[src/verilog/cache_cfg_pkg.sv]
/*
 * Cache geometry
 * Sizes of the set-associative cache and the vector types derived from them
 */
package cache_cfg_pkg;

    // Geometry
    localparam int unsigned SETS       = 16;
    localparam int unsigned WAYS       = 4;
    localparam int unsigned LINE_WORDS = 4;
    localparam int unsigned WORD_WIDTH = 32;
    localparam int unsigned TAG_WIDTH  = 8;

    // Index widths
    localparam int unsigned SET_WIDTH      = $clog2(SETS);
    localparam int unsigned WORD_IDX_WIDTH = $clog2(LINE_WORDS);

    typedef logic [SET_WIDTH-1:0]      set_t;
    typedef logic [TAG_WIDTH-1:0]      tag_t;
    typedef logic [WORD_IDX_WIDTH-1:0] word_idx_t;

    // One bit per way, one-hot or multi-hot
    typedef logic [WAYS-1:0] way_vec_t;

    typedef logic [WORD_WIDTH-1:0] data_word_t;

    // One enable per byte of a word
    typedef logic [WORD_WIDTH/8-1:0] be_t;

    // Word 0 sits in the low bits
    typedef logic [LINE_WORDS*WORD_WIDTH-1:0] line_t;

endpackage

[src/verilog/victim_select.sv]
/*
 * Victim way selection
 * Lowest invalid way first, otherwise a per-set round-robin pointer
 */
`timescale 1ns/10ps

module victim_select (
    input  logic                     clk_i,
    input  logic                     rst_ni,
    input  cache_cfg_pkg::set_t      set_i,
    input  cache_cfg_pkg::way_vec_t  valid_way_i,
    input  logic                     advance_i,
    output cache_cfg_pkg::way_vec_t  victim_way_o
);
    import cache_cfg_pkg::*;

    // One-hot pointer per set
    way_vec_t ptr_q [SETS];

    way_vec_t first_invalid;
    logic     all_valid;

    assign all_valid = &valid_way_i;

    // Scan down so the lowest invalid way wins
    always_comb begin
        first_invalid = '0;
        for (int w = WAYS - 1; w >= 0; w--) begin
            if (!valid_way_i[w]) begin
                first_invalid    = '0;
                first_invalid[w] = 1'b1;
            end
        end
    end

    assign victim_way_o = all_valid ? ptr_q[set_i] : first_invalid;

    // Pointer moves only when it was the one used
    always_ff @(posedge clk_i or negedge rst_ni) begin
        if (!rst_ni) begin
            for (int s = 0; s < SETS; s++) begin
                ptr_q[s] <= way_vec_t'(1);
            end
        end else if (advance_i && all_valid) begin
            ptr_q[set_i] <= {ptr_q[set_i][WAYS-2:0], ptr_q[set_i][WAYS-1]};
        end
    end

endmodule

[config.mk]
export PLATFORM = sky130hd
export DESIGN_NAME = victim_select
export DESIGN_NICKNAME = d
export VERILOG_FILES = /design/src/verilog/cache_cfg_pkg.sv /design/src/verilog/victim_select.sv
export SDC_FILE = /design/constraint.sdc
export NUM_CORES = 1
export LEC_CHECK = 0
export ABC_CLOCK_PERIOD_IN_PS = 5700
export BUFFER_PORTS_ARGS = -buffer_cell sky130_fd_sc_hd__buf_2
export CORE_UTILIZATION = 44
export CTS_CLUSTER_DIAMETER = 60
export DETAILED_ROUTE_END_ITERATION = 10
export GPL_TIMING_DRIVEN = 0
export SLEW_MARGIN = 20
export SYNTH_ARGS = -nofsm -noshare
export SYNTH_HDL_FRONTEND = slang
export SYNTH_SLANG_ARGS = --single-unit
[constraint.sdc]
create_clock -name clk_i -period 5.7 [get_ports clk_i]
set_input_delay 1.14 -clock clk_i [delete_from_list [all_inputs] [get_ports clk_i]]
set_output_delay 1.14 -clock clk_i [all_outputs]
set_load 0.01 [all_outputs]
==> metrics <==
Clock Latency Late Sink 340 ps; worst path required time 4560 ps; post-cts sizing count 0; number of buffers created by CTS 9; clock skew 9.081 ps; gr usage total 19.20%; top-count cell post-synth mux2_2; Fin. Hold Viols 0; RSZ-0062 raised after global routing false; DRC viols 0; clock root buffer clkbuf_8; largest registers ptr_q: 64 flops; syn_nets 223; Total Power 874.0 uW; Final Wtd Congestion 0.8847; ANT cells 0; Post-Syn Area per Cell 15.06 um2; Synth top area share 37.62%; Placed Area 0.003396 mm2; FF+latch count, synth 64; Site Rows 30; CTS Hold Bufs 0; CTS tree built; initial antenna violation count 0; Largest register FFs 64; Synth Warn # 0; total negative setup slack 0 ps; chip width 87.19 um; router iterations before antenna repair 4; most frequent CP cell buf_2; vias in the first global route 2000; type of origin of the critical path primary input; fin crit share 71.33%; R2R depth 2; Final Instance Area 0.003586 mm2; endpoint class of the critical path output pin; Critical Path Fanout Max 10; Layout area overhead 12.30%; area leader, netlist dfrtp_1; WP data arrival 2930 ps; Die Y 87.19 um; Biggest register ptr_q; Initial Utilization 46.23%; commonest cells in the netlist mux2_2, dfrtp_1, dfstp_2, mux4_2, nor2_2; first-pass GRT wire length 10.40 mm; Leak 1.610 nW; drt via density 5.510; Min-Delay Path Depth 1; share of cells above drive strength 1 60.17%; final wirelength 6.388 mm; ys flop type dfrtp_1; worst slew pin tran 441.7 ps; minimum clock period 4066 ps; hold crit path type reg -> reg; CORE AREA 0.006907 mm2; post-synthesis cell count 212; grt total ovfl 0; Initial DRC Count 84; final net count 247; asr flop ratio synth 100.0%; IO Port Bufs 12; post-detailed-route wirelength per cell 18.96 um; Synth area leaders dfrtp_1, mux2_2, dfstp_2; CTS sink cnt 64; vias after detailed routing 1857; MaxCap Viol Count 0; Slew HR 70.56%; Setup WS pre-CTS 1628 ps; EDFF count, synth 0; Setup WS post-layout 1634 ps; Final Max Slew Viols 0; die area 0.007601 mm2; Top Ports 15; CP peak stage delay 440 ps; Fmax 0.2460 GHz; status complete, no violations; Setup CP Type in -> out; Clk pin slew, worst setup/hold paths 60 ps; Cell Area, Synth 0.003193 mm2; sequential area share after synthesis 50.78%; Clock Tree Buf Depth 2; Pwr per Cell Area 243.7 mW/mm2; largest net degree at the start of global routing 38; Setup Fix Bufs, Post-CTS 0; ANT nets after route 0; count of different cell masters after synthesis 36; post-DP HPWL 4.433 mm; Slowest cell on crit path mux4_2; endpoints failing setup 0; H-tree depth 3; crit-path cells buf_2 -> buf_2 -> buf_2 -> mux4_2 -> mux2i_1 -> o22ai_1 -> a21bo_1 -> buf_2; Max VDD drop 138.6 uV
critical path, delay by kind of cell:
kind | cells | cell delay (ps)
AO/OA/AOI/OAI | 2 | 300
multiplexers | 2 | 610
buffers and inverters | 4 | 880
where the power goes:
part | internal (mW) | switching, mW | total, mW
clock | 0.206 | 0.164 | 0.371
sequential | 0.455 | 0 | 0.455
combinational | 0.0165 | 0.0321 | 0.0486
total | 0.678 | 0.196 | 0.874
kinds of logic after synthesis:
| family | count (synthesis) | synth area share [%] |
|---|---|---|
| simple gates | 42 | 9.052 |
| flops | 64 | 50.78 |
| compound gates | 10 | 2.390 |
| buf+inv | 10 | 1.959 |
| mux | 86 | 35.82 |
per-layer routing:
metal	global-route usage, %	vias to the layer above	wire length (um)
met4	6.706	0	68
met3	4.834	8	213
met5	0	-	0
met2	29.42	33	2954
met1	26.68	966	3153
li1	-	850	-
cells in the final DEF (no fill, tap or decap), drive strengths merged:
| master | synthesis | final |
|---|---|---|
| a21bo | 1 | 1 |
| a31oi | 1 | 1 |
| and2 | 2 | 2 |
| buf | 8 | 21 |
| clkbuf | 1 | 17 |
| dfrtp | 48 | 48 |
| dfstp | 16 | 16 |
| inv | 1 | 1 |
| mux2 | 64 | 64 |
| mux2i | 7 | 7 |
| mux4 | 15 | 15 |
| nand2 | 5 | 5 |
| nand2b | 3 | 3 |
| nand3 | 5 | 5 |
| nand3b | 1 | 1 |
| nand4 | 2 | 2 |
| nor2 | 11 | 11 |
| nor2b | 1 | 1 |
| nor3 | 6 | 6 |
| nor3b | 1 | 1 |
| nor4 | 1 | 1 |
| o2111a | 1 | 1 |
| o2111ai | 1 | 1 |
| o211ai | 2 | 2 |
| o21ai | 2 | 2 |
| o221ai | 1 | 1 |
| o22ai | 1 | 1 |
| or3 | 3 | 3 |
| or4 | 1 | 1 |
cell type report:
class	instances	area [um2]
fill	642	3321
sequential	64	1622
multi-input combinational	138	1509
clock buffer	16	190.2
tap	96	120.1
timing repair buffer	13	82.58
buffer	9	58.81
inverter	1	3.754
per-stage QoR:
stage	hold WS, ps	utilization (%)	cells
finish	503.4	51.92	337
global route	519.7	51.92	337
CTS	504.9	51.92	337
detailed placement	489.8	49.17	321
global placement	482.3	48.84	320
floorplan	473.8	-	212
worst paths after layout:
kind / start / endpoint / slack, ps
max in group asynchronous: rst_ni / ptr_q[48] / 4390
setup reg to reg: ptr_q[62] / ptr_q[51] / 4350
min in group asynchronous: rst_ni / ptr_q[15] / 720
hold reg to reg: ptr_q[37] / ptr_q[37] / 500
setup / recovery: set_i[1] / victim_way_o[0] / 1630
hold / removal: ptr_q[37] / ptr_q[37] / 500
Note: power is estimated with default switching activity, not from simulation.
