**config.mk**
```make
export PLATFORM = sky130hd
export DESIGN_NAME = memctrl_fsm
export DESIGN_NICKNAME = d
export VERILOG_FILES = /design/src/verilog/cache_cfg_pkg.sv /design/src/verilog/cache_ops_pkg.sv /design/src/verilog/memctrl_fsm.sv
export SDC_FILE = /design/constraint.sdc
export NUM_CORES = 1
export LEC_CHECK = 0
export BUFFER_PORTS_ARGS = -buffer_cell sky130_fd_sc_hd__buf_2
export CAP_MARGIN = 25
export CORE_MARGIN = 4
export CORE_UTILIZATION = 47
export DETAILED_ROUTE_END_ITERATION = 10
export GPL_TIMING_DRIVEN = 0
export PLACE_DENSITY = 0.81
export REMOVE_ABC_BUFFERS = 1
export SLEW_MARGIN = 20
export SYNTH_ARGS = -nofsm -noshare
export SYNTH_HDL_FRONTEND = slang
export SYNTH_SLANG_ARGS = --single-unit
```
**constraint.sdc**
```tcl
create_clock -name clk_i -period 1.95 [get_ports clk_i]
set_input_delay 0.195 -clock clk_i [delete_from_list [all_inputs] [get_ports clk_i]]
set_output_delay 0.195 -clock clk_i [all_outputs]
set_load 0.01 [all_outputs]
```
**src/verilog/cache_cfg_pkg.sv**
```systemverilog
/*
 * Cache geometry
 * Sizes of the set-associative cache and the vector types derived from them
 */
package cache_cfg_pkg;

    // Geometry
    localparam int unsigned SETS       = 16;
    localparam int unsigned WAYS       = 4;
    localparam int unsigned LINE_WORDS = 4;
    localparam int unsigned WORD_WIDTH = 32;
    localparam int unsigned TAG_WIDTH  = 8;

    // Index widths
    localparam int unsigned SET_WIDTH      = $clog2(SETS);
    localparam int unsigned WORD_IDX_WIDTH = $clog2(LINE_WORDS);

    typedef logic [SET_WIDTH-1:0]      set_t;
    typedef logic [TAG_WIDTH-1:0]      tag_t;
    typedef logic [WORD_IDX_WIDTH-1:0] word_idx_t;

    // One bit per way, one-hot or multi-hot
    typedef logic [WAYS-1:0] way_vec_t;

    typedef logic [WORD_WIDTH-1:0] data_word_t;

    // One enable per byte of a word
    typedef logic [WORD_WIDTH/8-1:0] be_t;

    // Word 0 sits in the low bits
    typedef logic [LINE_WORDS*WORD_WIDTH-1:0] line_t;

endpackage

```
**src/verilog/cache_ops_pkg.sv**
```systemverilog
/*
 * Cache controller operations
 * Request opcodes and controller states
 */
package cache_ops_pkg;

    // Requester opcodes
    typedef enum logic [1:0] {
        OP_READ   = 2'd0,
        OP_WRITE  = 2'd1,
        OP_REFILL = 2'd2,
        OP_INVAL  = 2'd3
    } op_e;

    // Controller states
    typedef enum logic [2:0] {
        ST_INIT    = 3'd0,
        ST_IDLE    = 3'd1,
        ST_LOOKUP  = 3'd2,
        ST_RESOLVE = 3'd3,
        ST_ACK     = 3'd4
    } state_e;

endpackage

```
**src/verilog/memctrl_fsm.sv**
```systemverilog
/*
 * Memory controller FSM
 * Sweeps the directory after reset, then sequences each request through
 * lookup and resolve, and holds the response through the req/ack handshake
 */
`timescale 1ns/10ps

module memctrl_fsm (
    input  logic                     clk_i,
    input  logic                     rst_ni,

    // Requester side
    input  logic                     req_i,
    input  cache_ops_pkg::op_e       op_i,
    output logic                     ready_o,
    output logic                     ack_o,
    output logic                     hit_o,
    output cache_cfg_pkg::way_vec_t  way_o,

    // Array status
    input  cache_cfg_pkg::way_vec_t  hit_way_i,
    input  cache_cfg_pkg::way_vec_t  victim_way_i,

    // Array control
    output logic                     dir_init_o,
    output cache_cfg_pkg::set_t      init_set_o,
    output logic                     lookup_o,
    output logic                     dir_fill_o,
    output logic                     dir_clear_o,
    output logic                     data_wr_o,
    output logic                     data_fill_o,
    output logic                     victim_advance_o
);
    import cache_cfg_pkg::*;
    import cache_ops_pkg::*;

    state_e   state_q, state_d;
    set_t     init_set_q;
    logic     hit_q;
    way_vec_t way_q;

    logic     in_resolve;
    logic     req_hit;
    logic     is_refill;

    // Next state
    always_comb begin
        state_d = state_q;
        unique case (state_q)
            ST_INIT: begin
                // Last set of the sweep
                if (init_set_q == set_t'(SETS - 1)) begin
                    state_d = ST_IDLE;
                end
            end
            ST_IDLE: begin
                if (req_i) begin
                    state_d = ST_LOOKUP;
                end
            end
            ST_LOOKUP: begin
                state_d = ST_RESOLVE;
            end
            ST_RESOLVE: begin
                state_d = ST_ACK;
            end
            ST_ACK: begin
                // Wait for the requester to drop req_i
                if (!req_i) begin
                    state_d = ST_IDLE;
                end
            end
            default: begin
                state_d = ST_INIT;
            end
        endcase
    end

    always_ff @(posedge clk_i or negedge rst_ni) begin
        if (!rst_ni) begin
            state_q <= ST_INIT;
        end else begin
            state_q <= state_d;
        end
    end

    // Init sweep, one set per cycle
    always_ff @(posedge clk_i or negedge rst_ni) begin
        if (!rst_ni) begin
            init_set_q <= '0;
        end else if (state_q == ST_INIT) begin
            init_set_q <= init_set_q + 1'b1;
        end
    end

    assign dir_init_o = (state_q == ST_INIT);
    assign init_set_o = init_set_q;

    assign lookup_o   = (state_q == ST_LOOKUP);

    // Resolve the opcode against the lookup result
    assign in_resolve = (state_q == ST_RESOLVE);
    assign req_hit    = |hit_way_i;
    assign is_refill  = (op_i == OP_REFILL);

    assign dir_fill_o       = in_resolve && is_refill;
    assign data_fill_o      = in_resolve && is_refill;
    assign victim_advance_o = in_resolve && is_refill;
    assign data_wr_o        = in_resolve && (op_i == OP_WRITE) && req_hit;
    assign dir_clear_o      = in_resolve && (op_i == OP_INVAL) && req_hit;

    // Response captured on the way into ST_ACK
    always_ff @(posedge clk_i or negedge rst_ni) begin
        if (!rst_ni) begin
            hit_q <= 1'b0;
            way_q <= '0;
        end else if (in_resolve) begin
            hit_q <= is_refill ? 1'b0 : req_hit;
            way_q <= is_refill ? victim_way_i : hit_way_i;
        end
    end

    assign ready_o = (state_q != ST_INIT);
    assign ack_o   = (state_q == ST_ACK);
    assign hit_o   = hit_q;
    assign way_o   = way_q;

endmodule

```
==> results.md, run 1 <==
- DRC: 0
- Crit-path max FO: 13
- Critical R2R Capture: init_set_o[1]
- Netlist cell types: 29
- Hold crit path type: in2reg
- Detail Route Antenna Nets: 0
- Finished Layout Cells: 101
- GRT Util Overall: 15.4%
- Flop2flop setup slack: 0.63 ns
- DIE AREA: 0.00204 mm2
- Detailed Route WL: 1.29 mm
- Largest net degree at the start of global routing: 14
- Core ar.: 0.00130 mm2
- F_max: 0.598 GHz
- Setup TNS: 0 ns
- Root Buffer: clkbuf_4
- Postcts setup bufs: 0
- CP max stage cell: dfrtp_1
- Sequential Area: 300 um2
- Vias in the first global route: 502
- Sw Share: 39.6%
- Ys Warns: 0
- First-pass GRT wire length: 2.17 mm
- Max_cap viols: 0
- Clock Skews: 0.00564 ns
- Reg2Reg Depth: 2
- Syn Inst Count: 55
- Site Rows: 13
- CP cell instances: nand3b_4 -> nor2_1 -> and3_1 -> buf_2
- Total clock sinks: 12
- Remaining Overflow, GRT: 0
- Mapped Area: 648 um2
- Power Dens Cells: 1440 mW/mm2
- Worst setup path startpoint: state_q[0]
- Worst Tran Pin Value: 0.334 ns
- Layout area overhead: 28.4%
- Dpl hpwl: 1.06 mm
- Placed cells: 97
- Number of buffers created by CTS: 3
- Clock Tree Buf Depth: 2
- DR vias/cell: 5.10
- Final setup viols: 0
- Placed instance area: 791 um2
- Worst skew pair latency: 0.27 ns
- Max Slew Vio Count: 0
- Initial antenna violation count: 0
- Part of the power in registers: 41.7%
- Crit path time final: 1.67 ns
- Total number of vias: 515
- Flops & latches, synth: 12
- Initial DRC Count: 2
- Chip width: 45.1 um
- Net switching power: 475 uW
- Nets: 102
- WL per Instance: 12.8 um
- Syn avg cell area: 11.8 um2
- Fill cell total of the finished layout: 115
- CTS H-tree lvls: 1
- Req. time, crit path: 1.75 ns
- R2r startpoint: state_q[0]
- Rel. slew slack: 77.7%
- Initial Util: 49.8%
- Crit path to: dir_clear_o
- Pint: 725 uW
- Comb pwr share: 45.7%
- Crit-path max cell delay: 0.54 ns
- RSZ-0062 raised after global routing: no
- Crit share post-route: 85.8%
- Seq/Total Area, Yosys: 46.3%
- Drt first pass iters: 2
- Hold Vio Cnt, Final: 0
- Clock Power Share: 12.6%
- Startpoint types: flop
- IR drop worst, VDD: 0.914 mV
- Ratio of cells with drive above 1 in the final layout: 48.8%
- GP Congestion: 0.683
- Leakage: 0.443 nW
- Final instance area: 832 um2
- IO Pins: 31
- IO Port Bufs: 30
- CTS tree: yes
- Arrival time at the worst endpoint: 1.48 ns
- Reg clk slew, reported paths: 0.07 ns
- Die Y: 45.1 um
- Worst Setup End Kind: output pin
- Combined area of the multi-input logic cells: 327 um2
- Crit path kind: reg2out
- Status: completed
- # diodes: 0
[sequential cells by signal, indices dropped and copies added, names as in the netlist]
name	cells
state_q	3
init_set_o	4
hit_o	1
way_o	4
[cell usage in the layout, fill, tap and decap left out, types with 3 or more instances in the layout]
cell,n
dfrtp_1,12
nor2_1,3
nand2_1,5
clkbuf_4,3
o21ai_0,4
buf_2,30
xnor2_1,3
mux2i_1,4
[final cells by class]
class / instances / area share [%]
Inverter: 1 / 0.451
Sequential cell: 12 / 36.1
Multi-Input combinational cell: 39 / 39.2
Clock buffer: 3 / 2.71
Tap cell: 15 / 2.26
Timing Repair Buffer: 31 / 19.2
[worst min-delay path by stage]
stage,startpoint,endpoint,slack (ns),cells past startpoint
5_1_grt,req_i,state_q[0],0.13,2
3_3_place_gp,rst_ni,init_set_o[1],0.08,1
4_1_cts,req_i,state_q[0],0.12,2
6_report,req_i,state_q[0],0.13,2
2_1_floorplan,rst_ni,hit_o,-0.10,0
3_5_place_dp,rst_ni,init_set_o[1],0.08,1
[power groups by stage]
stage	combinational, mW	clock, mW	sequential [mW]
final	0.548	0.152	0.500
after global placement	0.535	0	0.495
after detailed placement	0.554	0	0.500
after floorplan	0.299	0	0.533
after CTS	0.556	0.157	0.497
after global routing	0.619	0.170	0.522
[logic make-up (layout without fill, tap and decap cells)]
logic type	after synthesis	after routing	share of synthesized area (%)
xor+xnor	4	4	5.41
flops	12	12	46.3
simple gates	20	20	24.7
mux	5	5	7.92
fa+ha+maj	1	1	1.93
compound gates	9	9	9.07
buf+inv	4	35	4.63
[layer usage]
metal  track usage (%)  share of wire [%]  wire length [um]
met5                 0                  0                 0
met4              10.5                2.5                32
met3              4.78                4.6                59
met2              24.3                 54               695
met1              17.7                 39               506
[synth_stat cells]
master	count	share of area [%]
a22o_2	1	1.5
nor4b_4	1	3.7
buf_6	1	1.7
o31ai_1	1	1.2
a31oi_1	1	0.97
o21ai_0	4	3.1
xnor2_1	3	4.1
dfrtp_1	12	46
nor3b_1	1	1.2
nand3b_2	1	1.7
mux2_2	1	1.7
nor2_1	3	1.7
nor3_4	1	2.5
nand4_1	1	0.97
a21bo_2	1	1.5
nand2_1	5	2.9
inv_1	1	0.58
and3_1	1	0.97
or3_2	1	1.2
mux2i_1	4	6.2
and2b_1	1	1.2
nor4_4	1	3.3
nand3b_1	1	1.2
or2b_2	1	1.4
ha_1	1	1.9
a21oi_1	1	0.77
buf_4	2	2.3
xor2_1	1	1.4
nand2b_1	1	0.97
[stage by stage]
| stage | setup WS, ns | hold slack, ns | util, % | total power, mW |
|---|---|---|---|---|
| after floorplan | 0.497 | -0.101 | - | 0.832 |
| after global placement | 0.422 | 0.0828 | 60.8 | 1.03 |
| after detailed placement | 0.411 | 0.0847 | 60.8 | 1.05 |
| after CTS | 0.111 | 0.121 | 63.3 | 1.21 |
| after global routing | 0.156 | 0.126 | 63.9 | 1.31 |
| final | 0.277 | 0.127 | 63.9 | 1.20 |
[what timing repair did]
action,in CTS,in global routing
hold endpoints to repair,12,0
setup endpoints to repair,0,1
resized for setup,0,1
hold buffers,1,0
[worst max-delay path, delay by kind of cell, from the launching register on]
| kind | cells | cell delay (ns) |
|---|---|---|
| and+or+nand+nor | 3 | 0.53 |
| buffers and inverters | 1 | 0.12 |
| DFF | 1 | 0.54 |
(Power assumes the default switching activity.)
==> inputs of run 2 (changes only) <==
CORE_MARGIN = not set   (was 4)
==> run 2 against run 1 <==
Effect of this change: maximum frequency decreased by 1.1%; flip-flop and latch count did not move; via count is 1.9% higher; cell count up 0.99%; utilization is 1.9 points higher; sequential share of layout area down 0.59 points; combinational power about the same; total power increased by 3.2%; final area grew 1.7%; setup slack worse by 0.019 ns; first-iteration DRC count rose to 4.0 times the previous value.
==> results.md, run 2 (synthesis results as in run 1) <==
- Dpl hpwl: 956 um (-9.5%)
- Crit share post-route: 86.8% (+0.98 points)
- Initial DRC Count: 8 (+6)
- GP Congestion: 0.660 (-3.3%)
- IR drop worst, VDD: 0.880 mV (-3.8%)
- Detailed Route WL: 1.20 mm (-7.7%)
- DR vias/cell: 5.15 (+0.94%)
- CTS H-tree lvls: 1 (unchanged)
- Drt first pass iters: 4 (+2)
- Vias in the first global route: 370 (-26%)
- First-pass GRT wire length: 1.65 mm (-24%)
- Worst Setup End Kind: output pin
- Leakage: 0.450 nW (+1.6%)
- Site Rows: 13 (unchanged)
- Number of buffers created by CTS: 3 (unchanged)
- Startpoint types: flop
- Initial Util: 50.4% (+0.63 points)
- CTS tree: yes
- Worst skew pair latency: 0.27 ns (about the same)
- DIE AREA: 0.00153 mm2 (-25%)
- Final setup viols: 0 (unchanged)
- Crit path to: dir_clear_o
- Flop2flop setup slack: 0.64 ns (about the same)
- Reg2Reg Depth: 2 (unchanged)
- Sequential Area: 300 um2 (unchanged)
- Status: completed
- GRT Util Overall: 16.6% (+1.2 points)
- Combined area of the multi-input logic cells: 327 um2 (unchanged)
- Hold crit path type: in2reg
- Nets: 102 (unchanged)
- Max_cap viols: 0 (unchanged)
- Req. time, crit path: 1.75 ns (about the same)
- RSZ-0062 raised after global routing: no
- Die Y: 39.1 um (-13%)
- Clock Skews: 0.00320 ns (-0.00244 ns)
- Crit-path max FO: 13 (unchanged)
- Arrival time at the worst endpoint: 1.50 ns (+0.02 ns)
- Total clock sinks: 12 (unchanged)
- WL per Instance: 11.7 um (-8.6%)
- Worst slack at placement: 0.389 ns (-0.0220 ns)
- Max Slew Vio Count: 0 (unchanged)
- Reg clk slew, reported paths: 0.07 ns (about the same)
- Commonest non-fill, non-tap cell in the layout: buf_2
- IO Pins: 31 (unchanged)
- Worst Tran Pin Value: 0.328 ns (-0.00614 ns)
- Core ar.: 0.00128 mm2 (-1.3%)
- Total number of vias: 525 (+1.9%)
- Placed cells: 97 (unchanged)
- Chip width: 39.1 um (-13%)
- Setup TNS: 0 ns (unchanged)
- Largest net degree at the start of global routing: 14 (unchanged)
- Ratio of cells with drive above 1 in the final layout: 49.4% (+0.59 points)
- Rel. slew slack: 78.1% (+0.41 points)
- R2r startpoint: state_q[0]
- DRC: 0 (unchanged)
- Crit path time final: 1.69 ns (+0.0192 ns)
- IO Port Bufs: 30 (unchanged)
- Worst setup path startpoint: state_q[2]
- Remaining Overflow, GRT: 0 (unchanged)
- Most frequent cells in the layout: buf_2, dfrtp_1, nand2_1
- Setup ws final: 0.258 ns (-0.0192 ns)
- Finished Layout Cells: 102 (+0.99%)
- F_max: 0.591 GHz (-1.1%)
- Initial antenna violation count: 0 (unchanged)
- Root Buffer: clkbuf_4
- Clock Tree Buf Depth: 2 (unchanged)
- Layout area overhead: 30.5%
- Hold Crit Depth: 2 (unchanged)
- Critical R2R Capture: init_set_o[1]
- Fill cell total of the finished layout: 115 (unchanged)
- Crit path kind: reg2out
- Detail Route Antenna Nets: 0 (unchanged)
- # diodes: 0 (unchanged)
- Power Dens Cells: 1460 mW/mm2 (+1.5%)
- Hold Vio Cnt, Final: 0 (unchanged)
==> run 2: timing repair <==
| action | in CTS | in global routing |
|---|---|---|
| gates resized for setup | 0 | 1 |
| setup endpoints to repair | 0 | 1 |
| hold endpoints to repair | 12 | 0 |
| setup buffers | 0 | 0 |
| hold buffers | 1 | 0 |
==> run 2: metrics by stage <==
stage | instance area (um2) | hold slack, ns | util, % | power, mW
after floorplan | 622 | -0.101 | - | 0.832
after global placement | 791 | 0.0885 | 61.5 | 1.02
after detailed placement | 791 | 0.0825 | 61.5 | 1.05
after CTS | 837 | 0.131 | 65.1 | 1.24
after global routing | 846 | 0.138 | 65.8 | 1.33
final | 846 | 0.137 | 65.8 | 1.24
==> run 2: final cells by class <==
type                            instances  share of cell area [%]
Sequential cell                        12                    35.5
Tap cell                               15                    2.22
Timing Repair Buffer                   31                    18.9
Inverter                                1                   0.444
Clock buffer                            4                    4.29
Multi-Input combinational cell         39                    38.6
==> run 2: routing by layer <==
layer / share of wire, % / global-route usage (%) / vias to the layer above
met2: 52 / 23.8 / 10
li1: - / - / 263
met4: 0 / 2.59 / 0
met5: 0 / 0 / -
met3: 4.4 / 8.67 / 0
met1: 43 / 22.6 / 252
==> run 2: worst min-delay path by stage <==
stage | slack, ns | start | end
4_1_cts | 0.13 | req_i | state_q[0]
5_1_grt | 0.14 | req_i | state_q[0]
2_1_floorplan | -0.10 | rst_ni | hit_o
3_5_place_dp | 0.08 | rst_ni | init_set_o[1]
3_3_place_gp | 0.09 | rst_ni | init_set_o[1]
6_report | 0.14 | req_i | state_q[0]
==> run 2: where the power goes <==
group / internal [mW] / switching (mW)
Combinational: 0.281 / 0.265
Clock: 0.113 / 0.0759
Sequential: 0.372 / 0.131
==> run 2: critical path, stage by stage, from the launching register on <==
cell,delay [ns]
dfrtp_1,0.47
nand3b_4,0.28
nor2_1,0.19
and3_1,0.17
buf_2,0.12
==> inputs of run 3 (changes only) <==
--- a/config.mk
+++ b/config.mk
@@ -13,2 +13,3 @@
 export PLACE_DENSITY = 0.81
+export RECOVER_POWER = 50
 export REMOVE_ABC_BUFFERS = 1
--- a/constraint.sdc
+++ b/constraint.sdc
@@ -3,2 +3,2 @@
 set_output_delay 0.195 -clock clk_i [all_outputs]
-set_load 0.01 [all_outputs]
+set_load 0.005 [all_outputs]
==> run 3 against run 2 <==
Effect of this change: clock power about the same; sequential share of layout area rose by 0.53 points; final area fell by 1.5%; maximum frequency shrank 8.2%; utilization down 0.97 points; count of clock-buffer cells in the layout is the same; combinational power decreased by 12%; hold slack got worse by 0.00058 ns; routed wire length barely moved; clock skew hardly changed; setup slack worse by 0.15 ns; largest power group is now sequential cells; highest routed layer unchanged.
==> results.md, run 3 (synthesis results as in run 1) <==
- Status: completed
- Rel. slew slack: 58.6% (-20 points)
- Fill cell total of the finished layout: 117 (+1.7%)
- CTS tree: yes
- RSZ-0062 raised after global routing: no
- Postcts setup bufs: 0 (unchanged)
- Req. time, crit path: 1.75 ns (about the same)
- Chip width: 39.1 um (unchanged)
- GP Congestion: 0.660 (unchanged)
- Hold crit path type: in2reg
- Worst slack at placement: 0.407 ns (+0.0178 ns)
- Remaining Overflow, GRT: 0 (unchanged)
- IR drop worst, VDD: 0.872 mV (-0.92%)
- Leakage: 0.421 nW (-6.5%)
- Crit-path max FO: 13 (unchanged)
- Placed instance area: 791 um2 (unchanged)
- Detailed Route WL: 1.19 mm (about the same)
- IO Port Bufs: 30 (unchanged)
- F_max: 0.542 GHz (-8.2%)
- Clock Tree Buf Depth: 2 (unchanged)
- Vias in the first global route: 370 (unchanged)
- Top delay family on crit path: simple AND/OR/NAND/NOR gates
- Drt first pass iters: 3 (-1)
- Combined area of the multi-input logic cells: 318 um2 (-2.7%)
- Arrival time at the worst endpoint: 1.65 ns (+0.15 ns)
- Final setup viols: 0 (unchanged)
- Fin Hold WS: 0.137 ns (-0.000581 ns)
- Core ar.: 0.00128 mm2 (unchanged)
- Reg clk slew, reported paths: 0.07 ns (about the same)
- Root Buffer: clkbuf_4
- CP max stage cell: dfrtp_1
- CTS H-tree lvls: 1 (unchanged)
- Initial antenna violation count: 0 (unchanged)
- DIE AREA: 0.00153 mm2 (unchanged)
- Site Rows: 13 (unchanged)
- Ratio of cells with drive above 1 in the final layout: 46.0% (-3.4 points)
- First-pass GRT wire length: 1.65 mm (unchanged)
- Max Slew Vio Count: 0 (unchanged)
- Crit path time final: 1.84 ns (+0.152 ns)
- Total number of vias: 522 (-0.57%)
- Flop2flop setup slack: 0.61 ns (-0.03 ns)
- Initial Util: 50.4% (unchanged)
- Worst Tran Pin Value: 0.621 ns (+0.293 ns)
- Startpoint types: flop
- Final instance area: 833 um2 (-1.5%)
- Setup TNS: 0 ns (unchanged)
- Number of buffers created by CTS: 3 (unchanged)
- CP cell instances: nand3b_2 -> nor2_1 -> and3_1 -> buf_2
- Initial DRC Count: 4 (-4)
- Commonest non-fill, non-tap cell in the layout: buf_2
- Sequential Area: 300 um2 (unchanged)
- DRC: 0 (unchanged)
- WL per Instance: 11.7 um (about the same)
- Hold Vio Cnt, Final: 0 (unchanged)
- Die Y: 39.1 um (unchanged)
- Max_cap viols: 0 (unchanged)
- Total clock sinks: 12 (unchanged)
- Crit-path max cell delay: 0.47 ns (about the same)
- Most frequent cells in the layout: buf_2, dfrtp_1, nand2_1
- # diodes: 0 (unchanged)
- GRT Util Overall: 16.6% (unchanged)
- Layout area overhead: 28.6%
- Crit path buffers/inverters: 1 (unchanged)
- Worst Setup End Kind: output pin
- DR vias/cell: 5.12 (-0.57%)
- IO Pins: 31 (unchanged)
- Worst skew pair latency: 0.27 ns (about the same)
- Crit path kind: reg2out
- Largest net degree at the start of global routing: 14 (unchanged)
- Dpl hpwl: 956 um (unchanged)
- Clock Skews: 0.00337 ns (+0.000169 ns)
- Power Dens Cells: 1400 mW/mm2 (-4.5%)
- Detail Route Antenna Nets: 0 (unchanged)
- Setup ws final: 0.106 ns (-0.152 ns)
- Nets: 102 (unchanged)
- Crit share post-route: 94.5% (+7.8 points)
run 3: cell type report:
cell class / count / share of cell area (%)
Multi-Input combinational cell: 39 / 38.1
Sequential cell: 12 / 36.0
Timing Repair Buffer: 31 / 18.8
Clock buffer: 4 / 4.35
Tap cell: 15 / 2.25
Inverter: 1 / 0.450
run 3: worst register-to-register path: cells and delay by family, from the launching register on:
| kind | cells | cell delay, ns |
|---|---|---|
| flip-flops | 1 | 0.47 |
| AO/OA/AOI/OAI | 1 | 0.35 |
| AND/OR/NAND/NOR | 1 | 0.42 |
run 3: repair_timing:
item	4_1_cts	5_1_grt
endpoints found under the hold margin	12	0
hold buffers	1	0
resized for setup	0	0
run 3: layer usage:
layer | GRT usage [%] | vias up | part of all wire (%)
li1 | - | 263 | -
met1 | 22.6 | 249 | 44
met2 | 23.8 | 10 | 52
met3 | 8.67 | 0 | 4.4
met4 | 2.59 | 0 | 0
met5 | 0 | - | 0
run 3: worst paths after layout:
path	from	end	cells after the start
max	state_q[2]	dir_clear_o	4
min	req_i	state_q[0]	2
max reg2reg	state_q[2]	hit_o	2
min reg2reg	way_o[3]	way_o[3]	2
max in group asynchronous	rst_ni	way_o[3]	2
min in group asynchronous	rst_ni	init_set_o[1]	2
run 3: through the flow:
stage	power (mW)	instances	util, %
final	1.16	102	64.8
after global placement	0.966	97	61.5
after floorplan	0.777	52	-
after global routing	1.26	102	64.8
after detailed placement	0.990	97	61.5
after CTS	1.18	102	65.1
run 3: power breakdown:
| group | total, mW | internal (mW) | switching [mW] |
|---|---|---|---|
| clock | 0.189 | 0.113 | 0.0758 |
| sequential | 0.498 | 0.372 | 0.126 |
| combinational | 0.478 | 0.268 | 0.210 |
| total | 1.16 | 0.753 | 0.412 |
